**src/common/tage_pkg.sv**
```systemverilog
package tage_pkg;

	localparam int PC_W = 16;
	localparam int GHIST_W = 32;
	localparam int TIDX_W = 6;
	localparam int TAG_W = 8;
	localparam int BIDX_W = 8;
	localparam int CTR_W = 3;
	localparam int BCTR_W = 2;
	localparam int U_W = 2;
	localparam int PROV_W = 3;

	localparam int NUM_TABLES = 4;
	localparam int TAGGED_ENTRIES = 1 << TIDX_W;
	localparam int BASE_ENTRIES = 1 << BIDX_W;

	// entry 0 belongs to tagged table 1
	localparam int HIST_LEN [NUM_TABLES] = '{4, 8, 16, 32};

	typedef logic [PC_W-1:0] pc_t;
	typedef logic [GHIST_W-1:0] ghist_t;
	typedef logic [TIDX_W-1:0] tidx_t;
	typedef logic [TAG_W-1:0] tag_t;
	typedef logic [BIDX_W-1:0] bidx_t;
	typedef logic [CTR_W-1:0] ctr_t;
	typedef logic [BCTR_W-1:0] bctr_t;
	typedef logic [U_W-1:0] u_t;
	typedef logic [PROV_W-1:0] prov_t;

	// signed counter limits, non-negative predicts taken
	localparam ctr_t CTR_MAX = 3'b011;
	localparam ctr_t CTR_MIN = 3'b100;
	localparam ctr_t CTR_WEAK_TAKEN = 3'b000;
	localparam ctr_t CTR_WEAK_NOT_TAKEN = 3'b111;

	localparam bctr_t BCTR_INIT = 2'b01;
	localparam bctr_t BCTR_MAX = 2'b11;
	localparam u_t U_MAX = 2'b11;

	typedef enum logic [2:0] {
		IDLE,
		LOOKUP_READ,
		LOOKUP_ACK,
		UPDATE_READ,
		UPDATE_WRITE,
		UPDATE_ACK
	} ctrl_state_t;

endpackage

```
**src/design/tage_provider_select.sv**
```systemverilog
`timescale 1ns/1ps

module tage_provider_select import tage_pkg::*; (
	input logic [NUM_TABLES-1:0] hit,
	input ctr_t [NUM_TABLES-1:0] ctr,
	input bctr_t base_bctr,
	output prov_t provider,
	output logic provider_taken,
	output logic alt_taken,
	output ctr_t provider_ctr
);

	logic base_taken;

	assign base_taken = base_bctr[BCTR_W-1];

	// walk upward so the longest hit wins and the previous winner
	// becomes the alternate
	always_comb begin
		provider = '0;
		provider_taken = base_taken;
		alt_taken = base_taken;
		provider_ctr = '0;
		for (int i = 0; i < NUM_TABLES; i++) begin
			if (hit[i]) begin
				alt_taken = provider_taken;
				provider = prov_t'(i + 1);
				provider_taken = ~ctr[i][CTR_W-1];
				provider_ctr = ctr[i];
			end
		end
	end

endmodule

```
**config.mk**
```make
export PLATFORM = sky130hd
export DESIGN_NAME = tage_provider_select
export DESIGN_NICKNAME = d
export VERILOG_FILES = /design/src/common/tage_pkg.sv /design/src/design/tage_provider_select.sv
export SDC_FILE = /design/constraint.sdc
export NUM_CORES = 1
export LEC_CHECK = 0
export BUFFER_PORTS_ARGS = -buffer_cell sky130_fd_sc_hd__buf_2
export CORE_AREA = 2 2 39 41
export DETAILED_ROUTE_END_ITERATION = 16
export DIE_AREA = 0 0 41 43
export PLACE_DENSITY = 0.46
export SLEW_MARGIN = 20
export SYNTH_ARGS = -nofsm -noshare
export SYNTH_HDL_FRONTEND = slang
export SYNTH_SLANG_ARGS = --single-unit
```
**constraint.sdc**
```tcl
create_clock -name vclk -period 1.2
set_input_delay 0.24 -clock vclk [all_inputs]
set_output_delay 0.24 -clock vclk [all_outputs]
set_load 0.01 [all_outputs]
```
==> flow_summary.toml <==
[finish]
num-clock-buffers = 0
fin_nets = 86
n_fill_cell = 161
synthToLayoutAreaGrowth_pct = 90.9
final-seq-area_sq_um = 0
seq_cells = 0
diodes = 0
drive_gt1_frac = 0.652
final_util = 0.340

[setup_path]
crit_path_cell_trace = "buf_6 > or2_4 > o311ai_2 > o211ai_1 > buf_2"
cp-startpoint = "hit[2]"
cp.arrival_ps = 1070
cp-start-kind = "input port"
required_ps = 960
path_delay_family = "compound AO/OA/AOI/OAI gates"
cp_max_fo = 3
cpPeakStageDelay_ps = 240
path_class = "input port to output port"
cp-end-kind = "output port"
path_buf_inv = 2
slowest_stage = "or2_4"

[die]
dieArea_sq_um = 1760
rows = 14
fp.dieW_microns = 41
core_area_sq_um = 1380
pin_count = 26
die_y_microns = 43
initial_core_util = 0.178

[sta]
rsz0062_at_grt = "true"
setup_tns_ps = -353
worst_pin_slew_ps = 238
setup_viol = 5
relSlewSlack = 0.839
max_freq_mhz = 762
finalMaxSlewViolations = 0
fin_ws_ps = -112
hold_viol = 0
finalCritPeriodShare = 1.09
period_minus_slack_ps = 1310

[placed_design]
place_congestion = 0.768
port_buffers = 25

[route]
wl_per_cell_microns = 9.26
firstDrtPassIters = 2
antenna_left = 0
drc_errors = 0
vias = 353
drt_iter0_markers = 2
viasPerCell = 4.30
wirelength_microns = 759

[power]
cellLeakagePower_uw = 0.000237
power_density_nw_per_um2 = 359
peakVddDrop_uv = 104

[global_routing]
grt_use_total = 0.0929
gr-total-overflow = 0
grt_pass1_vias = 309
grt_pass1_wl_microns = 1240
grt_max_degree = 13
antenna_found_initial = 0

[clocking]
post-cts-setup-buffers = 0
ctsHoldBuffers = 0

[synth]
ys_seq_area_frac = 0
synth.avg_cell_area_sq_um = 6.49
syn_area_sq_um = 246
synth_warnings = 0
syn_nets = 56
synth_cell_types = 24
postSynthCellCount = 38

[job]
cap_violations = 0

[hold_path]
hold_path_class = "input port to output port"
hold_start = "ctr[9]"

[run_status]
violations = "negative setup slack"
status = "finished, violations left"
worst paths after layout:
| check | cells past startpoint | end |
|---|---|---|
| max | 5 | alt_taken |
| min | 4 | provider_ctr[0] |
metal layers:
metal  global-route usage  up-vias  part of all wire
met3                    0        0             0.053
met1                0.142      147              0.48
met2                0.150       10              0.46
li1                     -      196                 -
met5                    0        -                 0
met4                    0        0                 0
synthesized netlist by cell type, drive strengths merged:
library cell  n  area (sq um)
a21oi         2          10.0
inv           2          7.51
o31ai         3          22.5
o21ai         1          5.00
a221oi        2          17.5
a21boi        1          7.51
nand2         4          15.0
nand3b        1          7.51
clkbuf        1          3.75
and3b         1          10.0
o311ai        2          17.5
buf           3          23.8
o211ai        1          7.51
a22o          1          8.76
nor2          3          11.3
and2          1          7.51
nor2b         5          31.3
a21bo         1          10.0
or2           1          6.26
a22oi         1          7.51
and2b         1          8.76
worst min-delay path, delay by kind of cell:
| kind | cells | cell delay [ps] |
|---|---|---|
| buf+inv | 2 | 200 |
| compound gates | 1 | 50 |
| simple gates | 1 | 40 |
layout by cell type (no fill, tap or decap), drive strengths merged:
cell and instances:
a21bo 1, a21boi 1, a21oi 2, a221oi 2, a22o 1, a22oi 1
and2 1, and2b 1, and3b 1, buf 32, inv 2, nand2 4
nand3b 1, nor2 3, nor2b 5, o211ai 1, o21ai 1, o311ai 2
o31ai 3, or2 1
final cells by class:
| type | instances | area [sq um] | share of cell area |
|---|---|---|---|
| well taps | 16 | 20.0 | 0.0426 |
| multi-input cells | 32 | 243 | 0.516 |
| repair buffers | 32 | 200 | 0.426 |
| inverters | 2 | 7.51 | 0.0160 |
per-stage QoR:
| stage | cells | setup WS [ps] | total power (uW) | instance area (sq um) | hold WS [ps] |
|---|---|---|---|---|---|
| 2_1_floorplan | 38 | 15.6 | 78.2 | 246 | 572 |
| 3_3_place_gp | 82 | -200 | 149 | 417 | 768 |
| 6_report | 82 | -112 | 169 | 470 | 768 |
| 5_1_grt | 82 | -163 | 188 | 470 | 797 |
| 3_5_place_dp | 82 | -187 | 149 | 417 | 771 |
| 4_1_cts | 82 | -122 | 165 | 455 | 771 |
cells by family (layout without fill, tap and decap cells):
family / after synthesis / count (layout) / synth area share
buffers and inverters: 6 / 34 / 0.142
and+or+nand+nor: 17 / 17 / 0.396
AOI/OAI and AO/OA: 15 / 15 / 0.462
report_power, final:
group	leakage [uW]	total [uW]	switching, uW	internal [uW]
sequential	0	0	0	0
combinational	0.000237	169	74.8	94.1
clock	0	0	0	0
total	0.000237	169	74.8	94.1
what timing repair did:
item,4_1_cts,5_1_grt
resized for setup,11,4
pin swaps,5,4
endpoints found under the setup margin,5,5
hold endpoints to repair,0,0
Power figures use the tool's default switching activity.
