--- config.mk ---
export PLATFORM = sky130hd
export DESIGN_NAME = tage_base_table
export DESIGN_NICKNAME = d
export VERILOG_FILES = /design/src/common/tage_pkg.sv /design/src/design/tage_base_table.sv
export SDC_FILE = /design/constraint.sdc
export NUM_CORES = 1
export LEC_CHECK = 0
export BUFFER_PORTS_ARGS = -buffer_cell sky130_fd_sc_hd__buf_2
export CORE_MARGIN = 5
export CORE_UTILIZATION = 40
export CTS_CLUSTER_DIAMETER = 150
export DETAILED_ROUTE_END_ITERATION = 8
export HOLD_SLACK_MARGIN = 0.06
export PLACE_DENSITY = 0.65
export SLEW_MARGIN = 5
export SYNTH_ARGS = -nofsm -noshare
export SYNTH_HDL_FRONTEND = slang
export SYNTH_SLANG_ARGS = --single-unit
--- constraint.sdc ---
create_clock -name clk -period 3.8 [get_ports clk]
set_input_delay 0.38 -clock clk [delete_from_list [all_inputs] [get_ports clk]]
set_output_delay 0.38 -clock clk [all_outputs]
set_load 0.01 [all_outputs]
--- src/common/tage_pkg.sv ---
package tage_pkg;

	localparam int PC_W = 16;
	localparam int GHIST_W = 32;
	localparam int TIDX_W = 6;
	localparam int TAG_W = 8;
	localparam int BIDX_W = 8;
	localparam int CTR_W = 3;
	localparam int BCTR_W = 2;
	localparam int U_W = 2;
	localparam int PROV_W = 3;

	localparam int NUM_TABLES = 4;
	localparam int TAGGED_ENTRIES = 1 << TIDX_W;
	localparam int BASE_ENTRIES = 1 << BIDX_W;

	// entry 0 belongs to tagged table 1
	localparam int HIST_LEN [NUM_TABLES] = '{4, 8, 16, 32};

	typedef logic [PC_W-1:0] pc_t;
	typedef logic [GHIST_W-1:0] ghist_t;
	typedef logic [TIDX_W-1:0] tidx_t;
	typedef logic [TAG_W-1:0] tag_t;
	typedef logic [BIDX_W-1:0] bidx_t;
	typedef logic [CTR_W-1:0] ctr_t;
	typedef logic [BCTR_W-1:0] bctr_t;
	typedef logic [U_W-1:0] u_t;
	typedef logic [PROV_W-1:0] prov_t;

	// signed counter limits, non-negative predicts taken
	localparam ctr_t CTR_MAX = 3'b011;
	localparam ctr_t CTR_MIN = 3'b100;
	localparam ctr_t CTR_WEAK_TAKEN = 3'b000;
	localparam ctr_t CTR_WEAK_NOT_TAKEN = 3'b111;

	localparam bctr_t BCTR_INIT = 2'b01;
	localparam bctr_t BCTR_MAX = 2'b11;
	localparam u_t U_MAX = 2'b11;

	typedef enum logic [2:0] {
		IDLE,
		LOOKUP_READ,
		LOOKUP_ACK,
		UPDATE_READ,
		UPDATE_WRITE,
		UPDATE_ACK
	} ctrl_state_t;

endpackage

--- src/design/tage_base_table.sv ---
`timescale 1ns/1ps

module tage_base_table import tage_pkg::*; (
	input logic clk,
	input logic reset,
	input logic rd_en,
	input bidx_t idx,
	output bctr_t bctr,
	input logic we,
	input logic taken
);

	bctr_t mem [BASE_ENTRIES];
	bidx_t idx_q;

	always_ff @(posedge clk) begin
		if (rd_en) begin
			idx_q <= idx;
		end
	end

	assign bctr = mem[idx_q];

	always_ff @(posedge clk) begin
		if (reset) begin
			for (int i = 0; i < BASE_ENTRIES; i++) begin
				mem[i] <= BCTR_INIT;
			end
		end else if (we) begin
			// saturate toward the outcome
			if (taken && mem[idx_q] != BCTR_MAX) begin
				mem[idx_q] <= mem[idx_q] + 1'b1;
			end else if (!taken && mem[idx_q] != '0) begin
				mem[idx_q] <= mem[idx_q] - 1'b1;
			end
		end
	end

endmodule

==> results by group <==
Route
  – Met2 Wirelength: 51100 um
  – Final ANT Viol Nets: 0
  – Number of remaining DRC errors: 0
  – Via count: 25.0k
  – Met3 wire length: 16000 um
  – Top layer used by detailed routing: met5
  – Drt wl/cell: 33.4 um
  – DRT met1 WL: 39000 um
  – Iter 0 DRT Violations: 3936
  – DRT Wirelength: 114000 um
  – Drt pass-1 iters: 6
  – Routed vias/inst: 7.34

Timing
  – Endpoints failing setup: 956
  – Period utilisation layout: 109%
  – Hold Fails Final Rpt: 0
  – Final WS setup: -0.357 ns
  – Fmax: 0.241 GHz
  – RSZ-0062 raised after global routing: yes
  – Tightest Pin Transition: 1.35 ns
  – Min Tclk post-route: 4.16 ns
  – Max Slew Vio Count: 0
  – Layout Skew: 0.0301 ns
  – Relative slew margins: 9.71%

Setup path
  – Critical Path RT: 4.16 ns
  – CP Data Arrival Time: 4.52 ns
  – Crit Path Max Fanout: 7
  – Crit. End Element: register
  – CP startpoint kind: register
  – Kind of critical path: register to register
  – Register-to-Register Path Depth: 14

Logic synthesis
  – Ranking of synthesized cells by area: edfxtp_1, a41o_1, mux4_2, a2111oi_0, nand3_1
  – Distinct cells, synth: 53
  – Syn Area/Cell: 12.7 sq um
  – Syn nets: 2278
  – Yosys synthesis warning count: 0
  – Largest area contributor in the netlist: edfxtp_1
  – Async SR Flop Fraction: 0%
  – Post-synth EDFFs: 520
  – Post-synth top area share: 54.2%
  – Mapped Cells: 2265
  – Sequential-to-total area share from yosys stat: 54.8%
  – Ys flop type: edfxtp_1
  – FF+latch count, synth: 528
  – Mapped cell area: 0.0288 sq mm

GRT
  – Vias in the first global route: 23.8k
  – Largest net degree at the start of global routing: 83
  – Initial antenna violation count: 3
  – First-pass GRT wire length: 160000 um
  – GRT overflow: 0
  – GRT Total Usage: 27.3%

Clock tree
  – Root Buffer Master: clkbuf_16
  – Clock Sinks: 528
  – TritonCTS Buffers: 56
  – CTS clock-pin slew for the worst setup and hold paths: 0.06 ns
  – H-Tree Depth: 2
  – Clk_lat worst skew: 0.64 ns
  – Bufs on Longest Clock Path: 3
  – CTS tree: built

Floorplan
  – Io pins: 15
  – Die area: 0.0775 sq mm
  – Number of placement rows: 98
  – Starting Density: 40.3%
  – DIE WIDTH: 278 um
  – Core area: 0.0715 sq mm
  – Die height: 278 um

Job
  – # Max-Cap Violations: 0

Finish
  – Fill cells: 5694
  – Layout cell share with drive strength beyond 1: 34.8%
  – Post-route non-filler standard cell count: 3412
  – Final #Nets: 2428
  – Area growth syn-to-layout: 30.5%

Placement
  – Post-DP HPWL: 68500 um
  – Placer Congestion: 0.950
  – # port buffers: 14
  – Place WS: -0.618 ns
  – Cells after DPL: 3170

Outcome
  – Outcome: finished with violations
  – Failing checks: negative setup slack

Power and ir drop
  – VDD IR max: 0.391 mV
  – P_leak: 12.2 nW
  – Pwr Density: 490 mW/mm^2

Min path
  – Worst hold stages: 1
  – Hold Crit Class: input port to register
[through the flow]
stage | area (sq um) | util (%) | hold WS [ns] | power (mW) | TNS, ns
floorplan | 28800 | - | 0.479 | 8.77 | 0
CTS | 35500 | 49.7 | 0.185 | 17.1 | -62.22
global placement | 31600 | 44.2 | 0.574 | 10.2 | -260.46
detailed placement | 31600 | 44.2 | 0.573 | 10.3 | -323.82
finish | 37600 | 52.6 | 0.216 | 18.4 | -147.18
global route | 37600 | 52.6 | 0.216 | 18.7 | -227.04
[where the power goes]
group          internal, mW  switching (mW)
logic                  2.73            3.50
registers              6.51          0.0733
clock network          3.19            2.41
total                  12.4            5.98
[cell usage after synthesis (all sizes together) (7+ instances only)]
| cell type | number |
|---|---|
| clkbuf | 272 |
| a31oi | 7 |
| a41o | 256 |
| nor2 | 75 |
| mux4 | 95 |
| edfxtp | 520 |
| nand2 | 135 |
| a2111oi | 233 |
| nor2b | 12 |
| mux2i | 80 |
| dfxtp | 8 |
| a211oi | 24 |
| o21ai | 7 |
| a21oi | 17 |
| nand2b | 15 |
| a22oi | 47 |
| nor3 | 15 |
| nand3 | 290 |
| mux2 | 9 |
| buf | 97 |
[per-layer routing]
layer | track usage [%] | vias up
met5 | 0 | -
met4 | 14.2 | 4
met3 | 7.83 | 508
met2 | 41.8 | 2267
met1 | 35.4 | 12400
li1 | - | 9890
[flip-flops by register name, summed over array words and instances (netlist names), named ones only]
register / count
mem: 512
idx_q: 8
[worst paths after layout]
| check | startpoint | to | slack, ns |
|---|---|---|---|
| hold / removal | rd_en | idx_q[4]$_DFFE_PP_ | 0.22 |
| hold reg to reg | idx_q[4]$_DFFE_PP_ | register | 0.60 |
| setup / recovery | register | mem[17][1]$_SDFFCE_PN0P_ | -0.36 |
| setup reg to reg | register | mem[17][1]$_SDFFCE_PN0P_ | -0.36 |
[layout by cell type, fill, tap and decap left out, drive strengths merged, types with 3 or more instances in the layout]
master	instances
edfxtp	520
buf	424
nand3	290
a41o	256
a2111oi	233
nand2	136
mux4	95
clkbuf	89
mux2i	80
nor2	75
a22oi	47
a211oi	24
clkinv	21
a21oi	17
nand2b	15
nor3	15
nor2b	12
bufbuf	10
mux2	9
dlygate4sd3	8
dfxtp	8
o21ai	7
a31oi	7
inv	7
nand4	6
bufinv	6
nand3b	3
or2	3
a31o	3
o211ai	3
clkinvlp	3
and2	3
nor4	3
[cell families after synthesis]
group | after synthesis | synth area share (%)
muxes | 184 | 10.6
AOI/OAI and AO/OA | 611 | 19.0
buffers and inverters | 374 | 6.45
and+or+nand+nor | 568 | 9.26
DFF | 528 | 54.8
[area by class of cell]
cell class / count / area, sq um / share of cell area (%)
flip-flops and latches: 528 / 15800 / 42.0
multi-input cells: 1364 / 12900 / 34.2
repair buffers: 460 / 5910 / 15.7
clock buffers: 71 / 1500 / 3.99
well taps: 950 / 1190 / 3.16
clock inverters: 32 / 317 / 0.842
inverters: 5 / 18.8 / 0.0499
diodes: 2 / 5.00 / 0.0133
[worst max-delay path, stage by stage, from the launching register on]
cell	delay [ns]
dfxtp_4	0.36
nor2_1	0.65
buf_4	0.27
buf_4	0.14
a22oi_1	0.09
a31oi_1	0.32
nand4_1	0.23
o22ai_1	0.21
a211o_1	0.23
nor3_2	0.08
nand3b_1	0.25
buf_4	0.20
clkbuf_16	0.16
buf_4	0.17
a2111oi_0	0.51
[timing repair]
item	CTS	global route
setup buffers	46	37
hold buffers	8	0
resized for setup	137	296
setup endpoints to repair	1024	1025
pin swaps	10	11
endpoints found under the hold margin	14	0
cloned	36	18
No activity file was read; power rests on OpenSTA's default activity.
