==> src/common/tage_pkg.sv <==
package tage_pkg;

	localparam int PC_W = 16;
	localparam int GHIST_W = 32;
	localparam int TIDX_W = 6;
	localparam int TAG_W = 8;
	localparam int BIDX_W = 8;
	localparam int CTR_W = 3;
	localparam int BCTR_W = 2;
	localparam int U_W = 2;
	localparam int PROV_W = 3;

	localparam int NUM_TABLES = 4;
	localparam int TAGGED_ENTRIES = 1 << TIDX_W;
	localparam int BASE_ENTRIES = 1 << BIDX_W;

	// entry 0 belongs to tagged table 1
	localparam int HIST_LEN [NUM_TABLES] = '{4, 8, 16, 32};

	typedef logic [PC_W-1:0] pc_t;
	typedef logic [GHIST_W-1:0] ghist_t;
	typedef logic [TIDX_W-1:0] tidx_t;
	typedef logic [TAG_W-1:0] tag_t;
	typedef logic [BIDX_W-1:0] bidx_t;
	typedef logic [CTR_W-1:0] ctr_t;
	typedef logic [BCTR_W-1:0] bctr_t;
	typedef logic [U_W-1:0] u_t;
	typedef logic [PROV_W-1:0] prov_t;

	// signed counter limits, non-negative predicts taken
	localparam ctr_t CTR_MAX = 3'b011;
	localparam ctr_t CTR_MIN = 3'b100;
	localparam ctr_t CTR_WEAK_TAKEN = 3'b000;
	localparam ctr_t CTR_WEAK_NOT_TAKEN = 3'b111;

	localparam bctr_t BCTR_INIT = 2'b01;
	localparam bctr_t BCTR_MAX = 2'b11;
	localparam u_t U_MAX = 2'b11;

	typedef enum logic [2:0] {
		IDLE,
		LOOKUP_READ,
		LOOKUP_ACK,
		UPDATE_READ,
		UPDATE_WRITE,
		UPDATE_ACK
	} ctrl_state_t;

endpackage

==> src/design/tage_update_ctrl.sv <==
`timescale 1ns/1ps

module tage_update_ctrl import tage_pkg::*; (
	input logic clk,
	input logic reset,
	input logic lookup_req,
	input pc_t lookup_pc,
	output logic lookup_ack,
	output logic pred_taken,
	output prov_t pred_provider,
	input logic update_req,
	input pc_t update_pc,
	input logic update_taken,
	output logic update_ack,
	output pc_t rd_pc,
	output logic rd_en,
	input prov_t provider,
	input logic provider_taken,
	input logic alt_taken,
	input ctr_t provider_ctr,
	input u_t [NUM_TABLES-1:0] u,
	output logic [NUM_TABLES-1:0] we_ctr,
	output logic [NUM_TABLES-1:0] we_u,
	output logic [NUM_TABLES-1:0] alloc,
	output ctr_t [NUM_TABLES-1:0] wr_ctr,
	output u_t [NUM_TABLES-1:0] wr_u,
	output logic base_we,
	output logic hist_shift_en,
	output logic hist_bit
);

	ctrl_state_t state;
	logic mispredict;

	function automatic ctr_t ctr_step(ctr_t c, logic up);
		if (up) begin
			return (c == CTR_MAX) ? c : c + 1'b1;
		end
		return (c == CTR_MIN) ? c : c - 1'b1;
	endfunction

	function automatic u_t u_step(u_t v, logic up);
		if (up) begin
			return (v == U_MAX) ? v : v + 1'b1;
		end
		return (v == '0) ? v : v - 1'b1;
	endfunction

	always_ff @(posedge clk) begin
		if (reset) begin
			state <= IDLE;
			lookup_ack <= 1'b0;
			update_ack <= 1'b0;
		end else begin
			case (state)
				IDLE: begin
					// lookup has priority
					if (lookup_req) begin
						state <= LOOKUP_READ;
					end else if (update_req) begin
						state <= UPDATE_READ;
					end
				end
				LOOKUP_READ: state <= LOOKUP_ACK;
				LOOKUP_ACK: begin
					if (!lookup_ack) begin
						lookup_ack <= 1'b1;
					end else if (!lookup_req) begin
						lookup_ack <= 1'b0;
						state <= IDLE;
					end
				end
				UPDATE_READ: state <= UPDATE_WRITE;
				UPDATE_WRITE: state <= UPDATE_ACK;
				UPDATE_ACK: begin
					if (!update_ack) begin
						update_ack <= 1'b1;
					end else if (!update_req) begin
						update_ack <= 1'b0;
						state <= IDLE;
					end
				end
				default: state <= IDLE;
			endcase
		end
	end

	// prediction held for the whole ack phase
	always_ff @(posedge clk) begin
		if (state == LOOKUP_ACK && !lookup_ack) begin
			pred_taken <= provider_taken;
			pred_provider <= provider;
		end
	end

	assign rd_en = (state == LOOKUP_READ) || (state == UPDATE_READ);
	assign rd_pc = (state == LOOKUP_READ) ? lookup_pc : update_pc;
	assign hist_shift_en = (state == UPDATE_WRITE);
	assign hist_bit = update_taken;
	assign mispredict = provider_taken != update_taken;

	always_comb begin : write_logic
		logic found;
		found = 1'b0;
		we_ctr = '0;
		we_u = '0;
		alloc = '0;
		wr_ctr = '0;
		wr_u = '0;
		base_we = 1'b0;
		if (state == UPDATE_WRITE) begin
			base_we = (provider == '0);
			for (int i = 0; i < NUM_TABLES; i++) begin
				if (int'(provider) == i + 1) begin
					we_ctr[i] = 1'b1;
					wr_ctr[i] = ctr_step(provider_ctr, update_taken);
					// usefulness only moves when alt disagrees
					if (provider_taken != alt_taken) begin
						we_u[i] = 1'b1;
						wr_u[i] = u_step(u[i], !mispredict);
					end
				end
			end
			if (mispredict && int'(provider) < NUM_TABLES) begin
				for (int i = 0; i < NUM_TABLES; i++) begin
					if (i >= int'(provider) && !found && u[i] == '0) begin
						found = 1'b1;
						alloc[i] = 1'b1;
						we_ctr[i] = 1'b1;
						we_u[i] = 1'b1;
						wr_ctr[i] = update_taken ? CTR_WEAK_TAKEN : CTR_WEAK_NOT_TAKEN;
						wr_u[i] = '0;
					end
				end
				// no free slot, age every longer table instead
				if (!found) begin
					for (int i = 0; i < NUM_TABLES; i++) begin
						if (i >= int'(provider)) begin
							we_u[i] = 1'b1;
							wr_u[i] = u_step(u[i], 1'b0);
						end
					end
				end
			end
		end
	end

	assert property (@(posedge clk) disable iff (reset) $onehot0(alloc))
		else $error("more than one table allocated");

	assert property (@(posedge clk) disable iff (reset) !(lookup_ack && update_ack))
		else $error("both acks high");

	assert property (@(posedge clk) disable iff (reset)
		(state == IDLE) |=> !$rose(lookup_ack) && !$rose(update_ack))
		else $error("ack rose out of idle");

endmodule

==> config.mk <==
export PLATFORM = sky130hd
export DESIGN_NAME = tage_update_ctrl
export DESIGN_NICKNAME = d
export VERILOG_FILES = /design/src/common/tage_pkg.sv /design/src/design/tage_update_ctrl.sv
export SDC_FILE = /design/constraint.sdc
export NUM_CORES = 1
export LEC_CHECK = 0
export BUFFER_PORTS_ARGS = -buffer_cell sky130_fd_sc_hd__buf_2
export CAP_MARGIN = 20
export CELL_PAD_IN_SITES_DETAIL_PLACEMENT = 1
export CELL_PAD_IN_SITES_GLOBAL_PLACEMENT = 2
export CORE_MARGIN = 10
export CORE_UTILIZATION = 18
export CTS_CLUSTER_DIAMETER = 100
export DETAILED_ROUTE_END_ITERATION = 6
export HOLD_SLACK_MARGIN = 0.02
export PLACE_DENSITY = 0.82
export SYNTH_ARGS = -nofsm -noshare
export SYNTH_HDL_FRONTEND = slang
export SYNTH_SLANG_ARGS = --single-unit
==> constraint.sdc <==
create_clock -name clk -period 1.77 [get_ports clk]
set_input_delay 0.2655 -clock clk [delete_from_list [all_inputs] [get_ports clk]]
set_output_delay 0.2655 -clock clk [all_outputs]
set_load 0.05 [all_outputs]
==> flow_metrics.tcl <==
set metrics [dict create \
    status "finished, violations left" \
    failed_checks "setup timing" \
    cts_tree "built" \
    timing.reg2reg.setup_slack_ps 380 \
    worstPathArrival_ps 1930 \
    total_power_mw 1.613 \
    p_leak_nw 1.688 \
    grt.total_usage_pct 13.90 \
    count_of_cells_along_the_worst_register_to_register_path 5 \
    placementRows 33 \
    yosys_register_bits 9 \
    detailedPlace.worstSlack_ps -507.7 \
    critical_path.max_fanout 4 \
    synth_nets 272 \
    ys_types 52 \
    worst_setup_skew_after_layout_ps 2.929 \
    drive_gt1_share_pct 74.87 \
    start_kind "flip-flop" \
    syn2layout_area_growth_pct 166.7 \
    highest_clock_rate_mhz 455.7 \
    drc_violations 0 \
    syn_area_um2 1506 \
    number_of_antenna_cells_inserted 0 \
    die_height_um 111.5 \
    synth.yosys.seq_area_share_pct 14.62 \
    hold_path_depth 2 \
    criticalPathCategory "flip-flop to output port" \
    synth_top_family_by_area "simple AND/OR/NAND/NOR gates" \
    postRouteWirelength_mm 9.481 \
    ffs_w_async_s_r_synth_pct 0 \
    drtAntennaViolNets 0 \
    fin_ws_ps -424.2 \
    dr.pass1.iters 4 \
    ys_dominant_reg_cell "dfxtp_1" \
    final_min_period_over_clock_period_pct 124.0 \
    max_cap_viol_count 0 \
    antenna_found_initial 0 \
    power_per_cell_area_nw_per_um2 401.6 \
    drt-vias-per-instance 4.801 \
    setup.worst_path.end_class "output port" \
    ys_warn_count 0 \
    critPathSlowestCell "or3b_4" \
    start_util_pct 18.43 \
    hold_violations 0 \
    grt_remaining_overflow 0 \
    post-synth-top-area-fraction_pct 11.96 \
    max-clock-path-buffers 2 \
    synthXorXnorAreaFrac_pct 2.907 \
    timing.final.crit_period_ps 2194 \
    wire_length_of_the_first_global_routing_pass_mm 14.54 \
    via_total_after_detailed_routing 2415 \
    placement.io_buffers 110 \
    die_area_um2 12430 \
    setup_viol_count_final 50 \
    core_area_um2 8175 \
    rsz0062_at_grt "yes" \
    yosys-top-cells-area "mux2_2 12%, edfxtp_1 8.0%, a21oi_1 7.6%, nor2_1 6.7%, dfxtp_1 6.6%" \
    htree_levels 1 \
    crit_path_max_incr_delay_ps 450 \
    layout.cells.non_filler 503 \
    placed_instance_count 474 \
    top_cell_type_by_total_area_after_synthesis "mux2_2" \
    mostFrequentLayoutCells "66 x buf_4, 52 x buf_6, 51 x buf_2" \
    most_common_cell_after_layout_fill_and_taps_aside "buf_4" \
    clock-sinks 9 \
    grt_max_degree 11 \
    numCtsBuffers 3 \
    slew-limit-headroom_pct 73.48 \
    finalNetCount 455 \
    multiplexer_fraction_of_the_synthesized_cell_area_pct 11.96 \
    pin_slew_with_the_least_headroom_to_its_limit_ps 387.7 \
    vdd_ir_drop_max_v 0.0001636 \
    per_cell_routed_wire_length_um 18.85 \
    post_synth.cell_area_avg_um2 6.974 \
    critical_path_data_required_time_ps 1500 \
    synth_edf_count 4 \
    setup_tns_ps -11000 \
    clock_insertion_delay_worst_skew_ps 240 \
    detail_route.iter0.violations 75 \
    synth_adder_area_share_pct 3.156 \
    timing.critical_path.cells "or3b_4 > nor4_4 > nand4_1 > buf_4 > o22ai_2 > buf_6" \
    place.gp.congestion 0.8625 \
    synth_simple_gate_area_share_pct 35.13 \
    timing.final.max_slew_violations 0 \
    die_width_um 111.5 \
    min-delay-path-class "input port to flip-flop" \
    pin_count 111 \
    netlist_instances 216 \
    synth-compound-area-share_pct 24.17 \
    clk_pin_slew_worst_paths_ps 50 \
    ctsRootBufferMaster "clkbuf_8" \
    dp.final_hpwl_mm 6.851 \
    first_global_vias 2687 \
]
-- cell type report --
class | instances | area [um^2]
Inverter | 9 | 47.55
Tap cell | 105 | 131.4
Fill cell | 945 | 4158
Clock buffer | 4 | 45.04
Multi-Input combinational cell | 180 | 1803
Timing Repair Buffer | 196 | 1767
Sequential cell | 9 | 224.0
-- kinds of logic after synthesis --
logic type	after synthesis
mux	16
xor+xnor	5
buf+inv	27
compound gates	57
simple gates	98
fa+ha+maj	4
flops	9
-- worst max-delay path: cells and delay by family, from the launching register on --
kind	cells	cell delay, ps
compound gates	1	120
simple gates	3	840
buf+inv	2	400
flops	1	320
-- path summary, 6_finish.rpt --
check	start	end
hold reg to reg	lookup_ack$_SDFFE_PP0N_	lookup_ack$_SDFFE_PP0N_
hold / removal	reset	state[2]$_SDFFE_PP0P_
setup / recovery	state[1]$_SDFFE_PP0P_	wr_u[5]
setup reg to reg	state[0]$_SDFFE_PP0P_	pred_provider[1]$_DFFE_PP_
-- metal layers --
layer | global-route usage, % | share of wire [%] | vias to the layer above
met1 | 16.16 | 42 | 1168
met4 | 2.399 | 0.58 | 0
met2 | 25.21 | 51 | 98
met3 | 3.543 | 6.8 | 4
li1 | - | - | 1145
met5 | 0 | 0 | -
-- synth_stat cells (all sizes together) (4+ instances only) --
cell,n
nand2b,6
o21ai,8
nand3b,5
a21oi,26
dfxtp,5
nand2,20
nor3b,5
nor2b,4
nor3,10
mux2,16
buf,9
inv,9
edfxtp,4
clkbuf,9
nor2,27
-- repair_timing --
item	in CTS	in global routing
endpoints found under the setup margin	50	50
cloned	1	0
hold buffers	0	0
setup buffers	20	10
pin swaps	17	12
resized for setup	186	42
-- registers in the layout (all words and copies together), names as in the netlist --
register	count
update_ack	1
pred_provider	3
pred_taken	1
lookup_ack	1
state	3
-- power breakdown --
group | switching [mW] | leakage (nW) | internal [mW]
Clock | 0.0839 | 0.0228 | 0.157
Combinational | 0.626 | 1.59 | 0.493
Sequential | 0.0106 | 0.0791 | 0.243
-- stage by stage --
| step | instance area [um^2] | hold WS (ps) | utilization (%) |
|---|---|---|---|
| 3_5_place_dp | 2994 | 499.2 | 36.62 |
| 2_1_floorplan | 1986 | 330.5 | - |
| 4_1_cts | 3867 | 249.2 | 47.31 |
| 3_3_place_gp | 2994 | 490.2 | 36.62 |
| 5_1_grt | 4018 | 266.7 | 49.14 |
| 6_report | 4018 | 246.5 | 49.14 |
No activity file was read; power rests on OpenSTA's default activity.
