File: src/common/tage_pkg.sv
package tage_pkg;

	localparam int PC_W = 16;
	localparam int GHIST_W = 32;
	localparam int TIDX_W = 6;
	localparam int TAG_W = 8;
	localparam int BIDX_W = 8;
	localparam int CTR_W = 3;
	localparam int BCTR_W = 2;
	localparam int U_W = 2;
	localparam int PROV_W = 3;

	localparam int NUM_TABLES = 4;
	localparam int TAGGED_ENTRIES = 1 << TIDX_W;
	localparam int BASE_ENTRIES = 1 << BIDX_W;

	// entry 0 belongs to tagged table 1
	localparam int HIST_LEN [NUM_TABLES] = '{4, 8, 16, 32};

	typedef logic [PC_W-1:0] pc_t;
	typedef logic [GHIST_W-1:0] ghist_t;
	typedef logic [TIDX_W-1:0] tidx_t;
	typedef logic [TAG_W-1:0] tag_t;
	typedef logic [BIDX_W-1:0] bidx_t;
	typedef logic [CTR_W-1:0] ctr_t;
	typedef logic [BCTR_W-1:0] bctr_t;
	typedef logic [U_W-1:0] u_t;
	typedef logic [PROV_W-1:0] prov_t;

	// signed counter limits, non-negative predicts taken
	localparam ctr_t CTR_MAX = 3'b011;
	localparam ctr_t CTR_MIN = 3'b100;
	localparam ctr_t CTR_WEAK_TAKEN = 3'b000;
	localparam ctr_t CTR_WEAK_NOT_TAKEN = 3'b111;

	localparam bctr_t BCTR_INIT = 2'b01;
	localparam bctr_t BCTR_MAX = 2'b11;
	localparam u_t U_MAX = 2'b11;

	typedef enum logic [2:0] {
		IDLE,
		LOOKUP_READ,
		LOOKUP_ACK,
		UPDATE_READ,
		UPDATE_WRITE,
		UPDATE_ACK
	} ctrl_state_t;

endpackage

File: src/design/tage_index_gen.sv
`timescale 1ns/1ps

module tage_index_gen import tage_pkg::*; (
	input logic clk,
	input logic reset,
	input pc_t rd_pc,
	input logic hist_shift_en,
	input logic hist_bit,
	output tidx_t [NUM_TABLES-1:0] rd_idx,
	output tag_t [NUM_TABLES-1:0] rd_tag,
	output bidx_t base_idx
);

	ghist_t ghist;

	// xor of w-bit chunks over the youngest len bits
	function automatic logic [7:0] fold(ghist_t h, int len, int w);
		logic [7:0] f;
		f = '0;
		for (int i = 0; i < GHIST_W; i++) begin
			if (i < len) begin
				f[i % w] = f[i % w] ^ h[i];
			end
		end
		return f;
	endfunction

	always_ff @(posedge clk) begin
		if (reset) begin
			ghist <= '0;
		end else if (hist_shift_en) begin
			ghist <= {ghist[GHIST_W-2:0], hist_bit};
		end
	end

	for (genvar t = 0; t < NUM_TABLES; t++) begin : g_hash
		logic [7:0] idx_fold;
		logic [7:0] tag_fold;

		assign idx_fold = fold(ghist, HIST_LEN[t], TIDX_W);
		assign tag_fold = fold(ghist, HIST_LEN[t], TAG_W);

		assign rd_idx[t] = rd_pc[5:0] ^ rd_pc[11:6] ^ tidx_t'(idx_fold);
		// table number mixed in so equal folds still give distinct tags
		assign rd_tag[t] = rd_pc[15:8] ^ tag_t'(tag_fold) ^ tag_t'(t + 1);
	end

	assign base_idx = rd_pc[7:0];

endmodule

File: config.mk
export PLATFORM = sky130hd
export DESIGN_NAME = tage_index_gen
export DESIGN_NICKNAME = d
export VERILOG_FILES = /design/src/common/tage_pkg.sv /design/src/design/tage_index_gen.sv
export SDC_FILE = /design/constraint.sdc
export NUM_CORES = 1
export LEC_CHECK = 0
export BUFFER_PORTS_ARGS = -buffer_cell sky130_fd_sc_hd__buf_2
export CAP_MARGIN = 5
export CORE_AREA = 2 2 78 80
export CTS_CLUSTER_DIAMETER = 200
export DETAILED_ROUTE_END_ITERATION = 10
export DIE_AREA = 0 0 80 82
export MAX_ROUTING_LAYER = met4
export PLACE_DENSITY = 0.63
export REMOVE_ABC_BUFFERS = 1
export SLEW_MARGIN = 40
export SYNTH_ARGS = -nofsm -noshare
export SYNTH_HDL_FRONTEND = slang
export SYNTH_SLANG_ARGS = --single-unit
File: constraint.sdc
create_clock -name clk -period 1.5 [get_ports clk]
set_input_delay 0.15 -clock clk [delete_from_list [all_inputs] [get_ports clk]]
set_output_delay 0.15 -clock clk [all_outputs]
set_load 0.02 [all_outputs]
==> qor.yml, run 1 <==
async_reset_ff_frac: 0
ios: 84
core-area_mm2: 0.00575
cp_top_family: "XOR/XNOR gates"
synth_top_area_frac: 0.291
synth_cell_types: 15
place.gp.congestion: 0.748
p_total_mw: 2.31
drc: 0
drive_above_1_share: 0.629
whs_ns: 0.108
vias_per_cell: 4.45
cts_root_buf: "clkbuf_8"
netlist_instances: 194
clkLatencyLatePin_ns: 0.29
cp.depth: 3
synth_warnings: 0
crit_fanout: 3
portBuffers: 83
synth_common_cells: "32 x dfxtp_1, 32 x mux2i_1, 32 x nor2_1"
outcome: "finished with violations"
hold_violations: 0
ys_seq_area_frac: 0.291
final_cells: 377
dp_cells: 351
period_minus_slack_ns: 1.59
path_cells: "xor3_2 > xnor3_1 > buf_6"
combPwrFrac: 0.342
die_x_um: 80
ys_top_cells_by_area: "dfxtp_1 29%, xnor3_1 16%, mux2i_1 15%"
yosysTopAreaCell: "dfxtp_1"
tightest_slew_ns: 0.599
cts_max_path_buffers: 2
required_ns: 1.35
vias: 1677
cts_buffers: 5
cts_tree: "built"
p_int_mw: 1.59
crit_type: "flip-flop to primary output"
clkPwrFrac: 0.296
violations: "negative setup slack"
slew_headroom: 0.600
area_growth_syn_to_layout_pct: 56.1
cpPeakStageDelay_ns: 0.37
antenna_found_initial: 0
seq_area_um2: 701
multi_input_area_mm2: 0.00161
place_worst_setup_slack_ns: 0.0495
setup_violations: 14
dieArea_mm2: 0.00656
nNetsFinal: 321
fin_crit_sh: 1.06
post_drt_wl_per_cell_um: 13.8
largestRegisters: "ghist: 32 flops"
slew_violations: 0
clkTransAtPathRegs_ns: 0.06
hpwl_um: 3450
nFillCells: 460
p_seq_frac: 0.361
final_core_util: 0.597
grt_pass1_wl_um: 7440
endpoint_kind: "primary output"
ys_ff_latch: 32
arrival_ns: 1.44
synth_edf_count: 0
ys.flop_type: "dfxtp_1"
hold_depth: 3
postCtsHoldBufs: 0
hold_class: "primary input to flip-flop"
row_count: 28
synth_area_per_cell_um2: 11.3
skew_ns: 0.00474
grt_pass1_vias: 1499
drt_iter0_markers: 60
postRouteAntennaNets: 0
grt_max_degree: 33
worstSetupStartpointType: "flip-flop"
h-tree-depth: 2
ff2ff_path_depth: 4
p_leak_nw: 1.78
swShare: 0.312
p_switching_mw: 0.722
fin_ws_ns: -0.0898
grt_use_total: 0.155
die_h_um: 82
crit_slowest_cell: "xnor3_1"
rsz0062_at_grt: "yes"
cp.buffers_inverters: 1
vdd_ir_drop_max_mv: 0.360
start_util: 0.383
diodes: 0
clkSinkCount: 32
wl_um: 5220
regMostFlops: "ghist"
largest_reg_flops: 32
drt-pass1-iter-count: 3
maxCapViolCount: 0
fmax_mhz: 629
grt.overflow.total: 0
netlist_area_mm2: 0.00220
p_per_area_mw_per_mm2: 674
tightest hold or removal path, stage by stage:
cell,delay [ns]
buf_2,0.07
mux2i_1,0.06
nor2_1,0.07
cells by family (layout without fill, tap and decap cells):
family | after synthesis | after routing | share of synthesized area
xor+xnor | 64 | 64 | 0.420
buf+inv | 34 | 142 | 0.0882
mux | 32 | 32 | 0.146
flops | 32 | 32 | 0.291
simple gates | 32 | 32 | 0.0546
stage by stage:
stage	setup TNS (ns)	cell area (um^2)
2_1_floorplan	-0.643	2030
6_report	-0.727	3430
3_5_place_dp	0	2750
4_1_cts	-1.20	3270
3_3_place_gp	0	2750
5_1_grt	-1.64	3430
cell usage in the layout (no fill, tap or decap), drive strengths merged:
cell type	netlist	layout
dfxtp	32	32
clkbuf	6	6
xnor2	16	16
xor2	24	24
clkinv	0	2
buf	21	127
inv	7	7
xnor3	20	20
xor3	4	4
nor2	32	32
mux2i	32	32
path summary, 6_finish.rpt:
check	start	end	slack, ns
worst min-delay path	hist_bit	ghist[0]	0.11
worst max-delay path	ghist[4]	rd_idx[22]	-0.09
worst min register to register	ghist[24]	ghist[25]	0.55
worst max register to register	ghist[21]	ghist[22]	0.57
power groups by stage:
| stage | clock network, mW | logic, mW | registers (mW) |
|---|---|---|---|
| after global routing | 0.746 | 0.834 | 0.835 |
| after floorplan | 0 | 0.384 | 0.875 |
| after global placement | 0 | 0.665 | 0.873 |
| final | 0.685 | 0.791 | 0.835 |
| after detailed placement | 0 | 0.668 | 0.874 |
| after CTS | 0.702 | 0.732 | 0.839 |
routing by layer:
metal,track usage,routed length [um],vias to the layer above
met5,-,0,-
met4,0.0407,43,0
met3,0.0396,222,5
met2,0.253,2850,40
met1,0.193,2110,816
li1,-,-,816
area by class of cell:
cell class	count	share of cell area
clock inverter	2	0.00292
clock buffer	6	0.0241
timing repair buffer	127	0.264
sequential	32	0.204
multi-input combinational	128	0.470
inverter	7	0.00766
tap	75	0.0273
what timing repair did:
item | in CTS | in global routing
pin swaps | 28 | 12
gates resized for setup | 84 | 30
setup endpoints to repair | 36 | 28
buffers inserted | 13 | 5
No activity file was read; power rests on OpenSTA's default activity.
==> run 2: changes to the inputs <==
==> constraint.sdc (replaced) <==
create_clock -name clk -period 1.7 [get_ports clk]
set_input_delay 0.17 -clock clk [delete_from_list [all_inputs] [get_ports clk]]
set_output_delay 0.17 -clock clk [all_outputs]
set_load 0.02 [all_outputs]
==> qor.yml, run 2 (synthesis gave the netlist of run 1 again) <==
cts_max_path_buffers: 2  # unchanged
final_common_cell: "buf_2"
portBuffers: 83  # unchanged
grt_pass1_vias: 1378  # -8.1%
clkTransAtPathRegs_ns: 0.06  # about the same
slew_headroom: 0.596  # -0.00493
grt.overflow.total: 0  # unchanged
vias_per_cell: 4.41  # -0.88%
cts_tree: "built"
tightest_slew_ns: 0.607  # +0.00740 ns
grt_use_total: 0.143  # -0.0123
drt_iter0_markers: 67  # +12%
crit_type: "flip-flop to primary output"
diodes: 0  # unchanged
regMostFlops: "ghist"
ff2ff_path_depth: 3  # -1
wl_um: 4490  # -14%
hold_violations: 0  # unchanged
hold_depth: 3  # unchanged
fmax_mhz: 586
postRouteAntennaNets: 0  # unchanged
drc: 0  # unchanged
nNetsFinal: 291  # -9.3%
finalSetupTns_ns: -0.00536  # +0.722 ns
drt-pass1-iter-count: 4  # +1
vdd_ir_drop_max_mv: 0.343  # -4.6%
arrival_ns: 1.54  # +0.10 ns
fin_crit_sh: 1.00
antenna_found_initial: 0  # unchanged
drive_above_1_share: 0.496  # -0.133
skew_ns: 0.00706  # +0.00232 ns
clkLatencyLatePin_ns: 0.29  # about the same
cts_root_buf: "clkbuf_8"
cts_buffers: 5  # unchanged
hold_class: "primary input to flip-flop"
core-area_mm2: 0.00575  # unchanged
period_minus_slack_ns: 1.71
grt_pass1_wl_um: 6700  # -9.9%
nFillCells: 547  # +19%
crit_fanout: 4  # +1
p_leak_nw: 1.54  # -13%
p_per_area_mw_per_mm2: 737  # +9.4%
outcome: "finished with violations"
row_count: 28  # unchanged
largest_reg_flops: 32  # unchanged
largestRegisters: "ghist: 32 flops"
clkSinkCount: 32  # unchanged
setup_violations: 1  # -13
violations: "negative setup slack"
fin_ws_ns: -0.00536  # +0.0845 ns
place.gp.congestion: 0.776  # +3.7%
slew_violations: 0  # unchanged
start_util: 0.383  # unchanged
die_h_um: 82  # unchanged
area_growth_syn_to_layout_pct: 32.3
post_drt_wl_per_cell_um: 12.9  # -6.6%
hpwl_um: 3350  # -3.0%
ios: 84  # unchanged
postCtsHoldBufs: 0  # unchanged
final_cell_mix: "78 x buf_2, 32 x mux2i_1, 32 x nor2_1"
worstSetupStartpointType: "flip-flop"
rsz0062_at_grt: "yes"
endpoint_kind: "primary output"
required_ns: 1.53  # +0.18 ns
maxCapViolCount: 0  # unchanged
vias: 1530  # -8.8%
grt_max_degree: 33  # unchanged
h-tree-depth: 2  # unchanged
die_x_um: 80  # unchanged
dieArea_mm2: 0.00656  # unchanged
place_worst_setup_slack_ns: 0.0929  # +0.0433 ns
## run 2: cell types whose count changed in the layout (fill, tap and decap cells not counted), moves of 2 or more
| cell | before | now |
|---|---|---|
| dfxtp_2 | 15 | 12 |
| buf_2 | 58 | 78 |
| buf_4 | 45 | 16 |
| dfxtp_1 | 6 | 18 |
| xnor2_4 | 3 | 0 |
| clkinv_2 | 2 | 0 |
| dfxtp_4 | 11 | 2 |
| xor2_4 | 5 | 2 |
| xor2_1 | 13 | 16 |
| xnor2_2 | 9 | 2 |
| buf_6 | 23 | 2 |
| xnor2_1 | 4 | 14 |
## run 2: routing by layer
| metal | GRT usage | up-vias | part of all wire |
|---|---|---|---|
| met2 | 0.248 | 46 | 0.51 |
| met4 | 0.0559 | 0 | 0.014 |
| met5 | - | - | 0 |
| met3 | 0.0363 | 6 | 0.052 |
| li1 | - | 755 | - |
| met1 | 0.157 | 723 | 0.42 |
## run 2: worst max-delay path, cell delays in order, from the launching register on
cell     delay (ns)
dfxtp_1        0.41
xor3_1         0.48
xnor3_1        0.21
buf_2          0.16
## run 2: power by group
group,total (mW),leakage [nW],internal (mW),switching (mW)
Clock,0.794,0.0645,0.517,0.277
Combinational,0.597,1.21,0.271,0.326
Sequential,0.754,0.266,0.750,0.00327
Total,2.14,1.54,1.54,0.606
## run 2: layout make-up
class	count	area (um^2)	share of cell area
clock buffers	7	96.3	0.0331
clock inverters	1	30.0	0.0103
inverters	7	26.3	0.00903
multi-input cells	128	1450	0.497
flip-flops and latches	32	663	0.228
well taps	75	93.8	0.0323
repair buffers	97	553	0.190
## run 2: timing repair
action / in CTS / in global routing
setup endpoints to repair: 12 / 13
buffers inserted: 2 / 1
gates resized for setup: 13 / 20
pin swaps: 8 / 5
## run 2: final timing paths
kind	slack, ns	to	startpoint
max	-0.005	rd_idx[19]	ghist[25]
min	0.14	ghist[0]	hist_bit
max reg2reg	0.84	ghist[6]	ghist[6]
min reg2reg	0.53	ghist[24]	ghist[24]
## run 2: stage by stage
stage	hold slack, ns	area [um^2]	util	total power [mW]	std cells
after floorplan	0.242	2030	-	1.11	167
after global placement	0.421	2640	0.459	1.33	336
after detailed placement	0.443	2640	0.459	1.34	336
after CTS	0.149	2820	0.490	2.14	346
after global routing	0.161	2910	0.506	2.24	347
final	0.142	2910	0.506	2.14	347
