### config.mk
export PLATFORM = sky130hd
export DESIGN_NAME = tage_tagged_table
export DESIGN_NICKNAME = d
export VERILOG_FILES = /design/src/common/tage_pkg.sv /design/src/tage_table/tage_tagged_table.sv
export SDC_FILE = /design/constraint.sdc
export NUM_CORES = 1
export LEC_CHECK = 0
export BUFFER_PORTS_ARGS = -buffer_cell sky130_fd_sc_hd__buf_4
export CAP_MARGIN = 10
export CORE_ASPECT_RATIO = 1.5
export CORE_MARGIN = 8
export CORE_UTILIZATION = 45
export CTS_BUF_LIST = sky130_fd_sc_hd__clkbuf_16
export DETAILED_ROUTE_END_ITERATION = 10
export GPL_ROUTABILITY_DRIVEN = 0
export SETUP_SLACK_MARGIN = 0.15
export SKIP_CTS_REPAIR_TIMING = 1
export SYNTH_ARGS = -nofsm -noshare
export SYNTH_HDL_FRONTEND = slang
export SYNTH_SLANG_ARGS = --single-unit
### constraint.sdc
create_clock -name clk -period 5.86 [get_ports clk]
set_clock_uncertainty 0.15 [all_clocks]
set_input_delay 0.879 -clock clk [delete_from_list [all_inputs] [get_ports clk]]
set_output_delay 0.879 -clock clk [all_outputs]
set_load 0.005 [all_outputs]
### src/common/tage_pkg.sv
package tage_pkg;

	localparam int PC_W = 16;
	localparam int GHIST_W = 32;
	localparam int TIDX_W = 6;
	localparam int TAG_W = 8;
	localparam int BIDX_W = 8;
	localparam int CTR_W = 3;
	localparam int BCTR_W = 2;
	localparam int U_W = 2;
	localparam int PROV_W = 3;

	localparam int NUM_TABLES = 4;
	localparam int TAGGED_ENTRIES = 1 << TIDX_W;
	localparam int BASE_ENTRIES = 1 << BIDX_W;

	// entry 0 belongs to tagged table 1
	localparam int HIST_LEN [NUM_TABLES] = '{4, 8, 16, 32};

	typedef logic [PC_W-1:0] pc_t;
	typedef logic [GHIST_W-1:0] ghist_t;
	typedef logic [TIDX_W-1:0] tidx_t;
	typedef logic [TAG_W-1:0] tag_t;
	typedef logic [BIDX_W-1:0] bidx_t;
	typedef logic [CTR_W-1:0] ctr_t;
	typedef logic [BCTR_W-1:0] bctr_t;
	typedef logic [U_W-1:0] u_t;
	typedef logic [PROV_W-1:0] prov_t;

	// signed counter limits, non-negative predicts taken
	localparam ctr_t CTR_MAX = 3'b011;
	localparam ctr_t CTR_MIN = 3'b100;
	localparam ctr_t CTR_WEAK_TAKEN = 3'b000;
	localparam ctr_t CTR_WEAK_NOT_TAKEN = 3'b111;

	localparam bctr_t BCTR_INIT = 2'b01;
	localparam bctr_t BCTR_MAX = 2'b11;
	localparam u_t U_MAX = 2'b11;

	typedef enum logic [2:0] {
		IDLE,
		LOOKUP_READ,
		LOOKUP_ACK,
		UPDATE_READ,
		UPDATE_WRITE,
		UPDATE_ACK
	} ctrl_state_t;

endpackage

### src/tage_table/tage_tagged_table.sv
`timescale 1ns/1ps

module tage_tagged_table import tage_pkg::*; #(
	parameter int TABLE_NUM = 1
) (
	input logic clk,
	input logic reset,
	input logic rd_en,
	input tidx_t idx,
	input tag_t tag,
	output logic hit,
	output ctr_t ctr,
	output u_t u,
	input logic we_ctr,
	input logic we_u,
	input logic alloc,
	input ctr_t wr_ctr,
	input u_t wr_u
);

	logic [TAGGED_ENTRIES-1:0] valid_arr;
	tag_t tag_arr [TAGGED_ENTRIES];
	ctr_t ctr_arr [TAGGED_ENTRIES];
	u_t u_arr [TAGGED_ENTRIES];

	tidx_t idx_q;
	tag_t tag_q;

	// read address held for the write that follows
	always_ff @(posedge clk) begin
		if (rd_en) begin
			idx_q <= idx;
			tag_q <= tag;
		end
	end

	assign hit = valid_arr[idx_q] && (tag_arr[idx_q] == tag_q);
	assign ctr = ctr_arr[idx_q];
	assign u = u_arr[idx_q];

	always_ff @(posedge clk) begin
		if (reset) begin
			valid_arr <= '0;
			for (int i = 0; i < TAGGED_ENTRIES; i++) begin
				u_arr[i] <= '0;
			end
		end else begin
			if (alloc) begin
				valid_arr[idx_q] <= 1'b1;
			end
			if (we_u) begin
				u_arr[idx_q] <= wr_u;
			end
		end
	end

	always_ff @(posedge clk) begin
		if (we_ctr) begin
			ctr_arr[idx_q] <= wr_ctr;
		end
		if (alloc) begin
			tag_arr[idx_q] <= tag_q;
		end
	end

	// a new entry must always get its initial counter
	assert property (@(posedge clk) disable iff (reset) alloc |-> we_ctr)
		else $error("table %0d: alloc without counter write", TABLE_NUM);

endmodule

==> metrics, run 1 <==
Longest Clk Path Bufs=3; sequential share of power=53.1%; total clock sinks=916; Slew headroom=16.8%; Post-Syn Area=37,100 µm²; die height=368 µm; Tmin final=5340 ps; TritonCTS buffer count=84; Port Buf Inserts=30; # rows=129; reg2reg start=idx_q[1]; Vias/cell=5.98; Slew Limit Fails=0; worst vdd ir=0.276 mV; number of max-cap violations=0; internal power=10.6 mW; final WL=95.7 mm; Die ar.=92,100 µm²; fin nets=2,188; RSZ-0062 raised after global routing=false; Comb power frac=7.9%; CTS root buffer=clkbuf_16; gr usage total=20.6%; Switching Fraction=22.9%; total power=13.8 mW; Final Setup Violations=0; Sw Pwr=3.15 mW; most used flip-flop cell after synthesis=edfxtp_1; Post-DRT Antenna Nets=0; proportion of layout cells with a drive suffix above 1=21.8%; DIE WIDTH=251 µm; status=complete, no violations; busiest grt layer=met2; final hold violation count=0; total power per unit cell area=335 nW/µm²; Starting DRT DRC Count=1,820; Yosys reg bits=916; clock group share of total power=38.9%; sequential cell area fraction in the yosys report=72.2%; hold slack=256 ps; first-pass GRT wire length=140 mm; CP endpoint=hit; gr ovfl total=0; CTS clk-pin slew, worst paths=60 ps; worst path cell trace=mux4_2 > nor3b_1 > a211oi_1 > o211ai_1 > nor4_1 > a2111oi_2 > nand4_1 > nor4_2 > buf_4; slowest stage delay, CP=1010 ps; met2 global-route usage=38.0%; post-synth net total=2,146; core area=82,200 µm²; TritonCTS clock tree=yes; Async S/R FF share, synth=0%; R2R depth=5; met1 Track Usage GR=24.3%; GR Util met3=3.06%; commonest non-fill, non-tap cell in the layout=edfxtp_1; Crit. End Element=output port; critical path startpoint=idx_q[1]; area delta synth->final=10.9%; # IOs=31; Hold/Removal Path Class=in -> reg; CP arrival=4310 ps; htree depth=3; Max FO, Critical Path=21; drt wl/cell=29.2 µm; first-pass detailed-route iteration total=5; share of the clock period used by the worst path=91.1%; Worst path slowest cell=edfxtp_1; worst skew pair latency=650 ps; Pleak=13.2 nW; Worst Max-Slew Pin Slew=1240 ps; vias in the first global route=20,500; pin count of the biggest net entering global routing=79; reg2reg end=tag_arr[38][0]; r2r setup slk=2090 ps; Max Freq=187 MHz; initial core utilization=45.2%; setup TNS=0 ps; EDFF count, synth=846; Setup crit start kind=register; most frequent cells in the layout=846 x edfxtp_1, 404 x nor2_1, 217 x mux4_2; worst setup path class=reg -> out; Crit path required time=4830 ps; synth warn=0; Netlist cell types=66; DRC viols=0; Gate Count Post-Synth=2,121; Synth Area per Inst=17.5 µm²; hpwl dp=62.2 mm; via count=19,600; initial antenna violation count=2
==> per-stage QoR <==
stage,cells,utilization [%],setup WS (ps),area (µm²)
final,3282,50.1,519,41200
after global routing,3281,50.1,271,41200
after CTS,3281,50.1,500,41200
after detailed placement,3125,46.9,1200,38500
after global placement,3124,46.9,1150,38500
after floorplan,2121,-,2480,37100
==> layer usage <==
metal / routed length, µm / share of wire, % / vias to the layer above
li1: - / - / 8390
met1: 35500 / 37 / 10400
met2: 52000 / 54 / 659
met3: 5000 / 5.2 / 184
met4: 3240 / 3.4 / 2
met5: 16 / 0.017 / -
==> worst min path at each step <==
stage / startpoint / end / slack (ps) / cells past startpoint
2_1_floorplan: valid_arr[6] / valid_arr[6] / 280 / 2
3_3_place_gp: valid_arr[23] / valid_arr[23] / 300 / 2
3_5_place_dp: valid_arr[58] / valid_arr[58] / 310 / 2
4_1_cts: tag[5] / tag_q[5] / 220 / 1
5_1_grt: tag[5] / tag_q[5] / 230 / 1
6_report: tag[5] / tag_q[5] / 260 / 1
==> cell usage after synthesis (all sizes together) (8+ instances only) <==
master	count	area share, %
a21o	10	0.20
o21bai	57	1.2
buf	63	1.2
dfxtp	70	3.8
a21oi	9	0.12
nand3	19	0.26
and2	11	0.19
o22ai	16	0.27
mux4	222	14
nor2b	17	0.29
a2111oi	8	0.23
a22oi	10	0.20
a221oi	10	0.24
o21ai	15	0.21
mux2i	41	1.1
clkbuf	74	0.75
mux2	28	0.85
edfxtp	846	68
nor2	411	4.2
nand2	81	0.83
==> state kept, by name (all words and copies together), names as in the netlist, named ones only <==
register	count
ctr_arr	192
idx_q	6
tag_arr	512
tag_q	8
u_arr	128
valid_arr	64
==> critical path, delay by kind of cell, from the launching register on <==
kind,cells,cell delay (ps)
compound gates,3,710
flops,1,1010
buf+inv,1,160
mux,1,610
simple gates,4,1150
==> kinds of logic (layout without fill, tap and decap cells) <==
kind of cell              count (synthesis)  in the layout  share of synthesized area [%]
other                                     0              1                              0
AOI/OAI and AO/OA                       175            175                           3.48
DFF                                     916            916                           72.2
buffers and inverters                   145            257                           2.04
xor gates and xnor gates                  5              5                          0.118
muxes                                   291            291                           15.5
and+or+nand+nor                         589            589                           6.69
==> final cells by class <==
type | instances | area [µm²]
diodes | 1 | 2.50
clock inverters | 67 | 459
multi-input cells | 1060 | 9580
inverters | 8 | 30.0
flip-flops and latches | 916 | 26800
clock buffers | 89 | 2230
fillers | 6590 | 41000
repair buffers | 93 | 761
well taps | 1048 | 1310
==> power groups by stage <==
| stage | logic [mW] | clock network [mW] | registers (mW) |
|---|---|---|---|
| 4_1_cts | 1.11 | 5.45 | 7.32 |
| 3_3_place_gp | 1.09 | 0 | 7.46 |
| 2_1_floorplan | 0.728 | 0 | 7.42 |
| 5_1_grt | 1.16 | 5.68 | 7.33 |
| 3_5_place_dp | 1.11 | 0 | 7.46 |
| 6_report | 1.10 | 5.37 | 7.32 |
Power figures use the tool's default switching activity.
==> run 2, diff against run 1 <==
ABC_CLOCK_PERIOD_IN_PS = 5860   (was default)
CELL_PAD_IN_SITES_DETAIL_PLACEMENT = 1   (was default)
CELL_PAD_IN_SITES_GLOBAL_PLACEMENT = 2   (was default)
PLACE_DENSITY_LB_ADDON = 0.1   (was default)
==> metrics, run 2 (synthesis gave the netlist of run 1 again) <==
gr usage total=22.6% (+2.0 points); status=complete, no violations; initial antenna violation count=1 (-1); via count=19,500 (-0.60%); final WL=105 mm (+9.9%); TritonCTS buffer count=88 (+4.8%); Worst path slowest cell=nor4_1; fin nets=2,205 (+0.78%); # rows=129 (unchanged); share of the clock period used by the worst path=94.7% (+3.5 points); # IOs=31 (unchanged); Slew Limit Fails=0 (unchanged); Max Freq=180 MHz (-3.7%); drt wl/cell=31.9 µm (+9.2%); Slew headroom=16.1% (-0.67 points); area delta synth->final=11.5%; Sw Pwr=3.23 mW (+2.4%); core area=82,200 µm² (unchanged); CP arrival=4520 ps (+210 ps); Worst Max-Slew Pin Slew=1250 ps (+10.1 ps); DIE WIDTH=251 µm (unchanged); Port Buf Inserts=30 (unchanged); setup TNS=0 ps (unchanged); Tmin final=5550 ps (+207 ps); r2r setup slk=2230 ps (+140 ps); RSZ-0062 raised after global routing=false; CTS clk-pin slew, worst paths=60 ps (about the same); most frequent cells in the layout=846 x edfxtp_1, 400 x nor2_1, 217 x mux4_2; Max FO, Critical Path=26 (+24%); total power per unit cell area=339 nW/µm² (+1.2%); Post-DRT Antenna Nets=0 (unchanged); Die ar.=92,100 µm² (unchanged); worst skew pair latency=640 ps (about the same); Pleak=13.3 nW (+0.86%); Hold/Removal Path Class=in -> reg; proportion of layout cells with a drive suffix above 1=22.3% (+0.53 points); largest registers=tag_arr (512), ctr_arr (192), u_arr (128); Most flops, register=tag_arr; placed cell areas=38,600 µm² (+0.26%); Placement Setup Slack=1010 ps (-194 ps); DRC viols=0 (unchanged); worst setup path class=reg -> out; CTS root buffer=clkbuf_16; hpwl dp=68.1 mm (+9.6%); htree depth=3 (unchanged); initial core utilization=45.2% (unchanged); Crit path required time=4830 ps (about the same); Crit. End Element=output port; clock group share of total power=39.7% (+0.8 points); pin count of the biggest net entering global routing=74 (-6.3%); worst path cell trace=buf_4 > mux2_2 > a221o_1 > a222oi_1 > o211ai_1 > nor4_1 > a2111oi_2 > nand4_1 > nor4_2 > buf_4; hold slack=256 ps (+0.0580 ps); vias in the first global route=21,400 (+4.2%); commonest non-fill, non-tap cell in the layout=edfxtp_1; Largest register FFs=512 (unchanged); CP dominant cell by count=buf_4; Design Area, Final=41,400 µm² (+0.54%); Setup crit start kind=register; final core utilization=50.4% (+0.27 points); Starting DRT DRC Count=1,260 (-31%); TritonCTS clock tree=yes; slowest stage delay, CP=890 ps (-120 ps); first-pass GRT wire length=151 mm (+7.6%); final hold violation count=0 (unchanged); die height=368 µm (unchanged); Final Setup Violations=0 (unchanged); Comb power frac=8.2% (+0.3 points); internal power=10.8 mW (+1.6%); worst vdd ir=0.280 mV (+1.2%); Longest Clk Path Bufs=3 (unchanged); total clock sinks=916 (unchanged); Setup WS post-layout=311 ps (-207 ps); Switching Fraction=23.0% (+0.14 points); number of max-cap violations=0 (unchanged); Vias/cell=5.91 (-1.2%); sequential share of power=52.1% (-1.0 points); gr ovfl total=0 (unchanged); first-pass detailed-route iteration total=4 (-1)
[run 2: metal layers]
metal,track usage [%],wire length (µm),part of all wire (%)
met5,0,0,0
met4,9.21,4270,4.1
met3,2.91,3770,3.6
met2,42.6,57900,55
met1,25.6,39200,37
[run 2: worst paths after layout]
| check | from | endpoint | cells past startpoint |
|---|---|---|---|
| worst max-delay path | idx_q[1] | hit | 10 |
| worst min-delay path | tag[6] | tag_q[6] | 1 |
| worst max register to register | idx_q[1] | tag_arr[36][0] | 4 |
| worst min register to register | valid_arr[62] | valid_arr[62] | 2 |
[run 2: per-stage QoR]
| step | cells | power, mW |
|---|---|---|
| after floorplan | 2121 | 8.14 |
| after global placement | 3135 | 8.59 |
| after detailed placement | 3136 | 8.62 |
| after CTS | 3298 | 14.2 |
| after global routing | 3300 | 14.4 |
| final | 3301 | 14.0 |
[run 2: area by class of cell]
type | count | area, µm²
fillers | 7464 | 40700
flip-flops and latches | 916 | 26800
multi-input cells | 1060 | 9590
clock buffers | 90 | 2250
well taps | 1048 | 1310
repair buffers | 106 | 870
clock inverters | 72 | 537
inverters | 8 | 30.0
diodes | 1 | 2.50
[run 2: worst max-delay path, delay by kind of cell, from the launching register on]
kind | cells | cell delay, ps
buffers and inverters | 2 | 580
AND/OR/NAND/NOR | 3 | 1100
flip-flops | 1 | 520
multiplexers | 1 | 400
AO/OA/AOI/OAI | 4 | 1260
[run 2: power by group through the flow]
| stage | Sequential [mW] | Combinational, mW | Clock [mW] |
|---|---|---|---|
| floorplan | 7.42 | 0.728 | 0 |
| global placement | 7.45 | 1.14 | 0 |
| detailed placement | 7.45 | 1.16 | 0 |
| CTS | 7.31 | 1.17 | 5.69 |
| global route | 7.31 | 1.21 | 5.89 |
| finish | 7.31 | 1.14 | 5.57 |
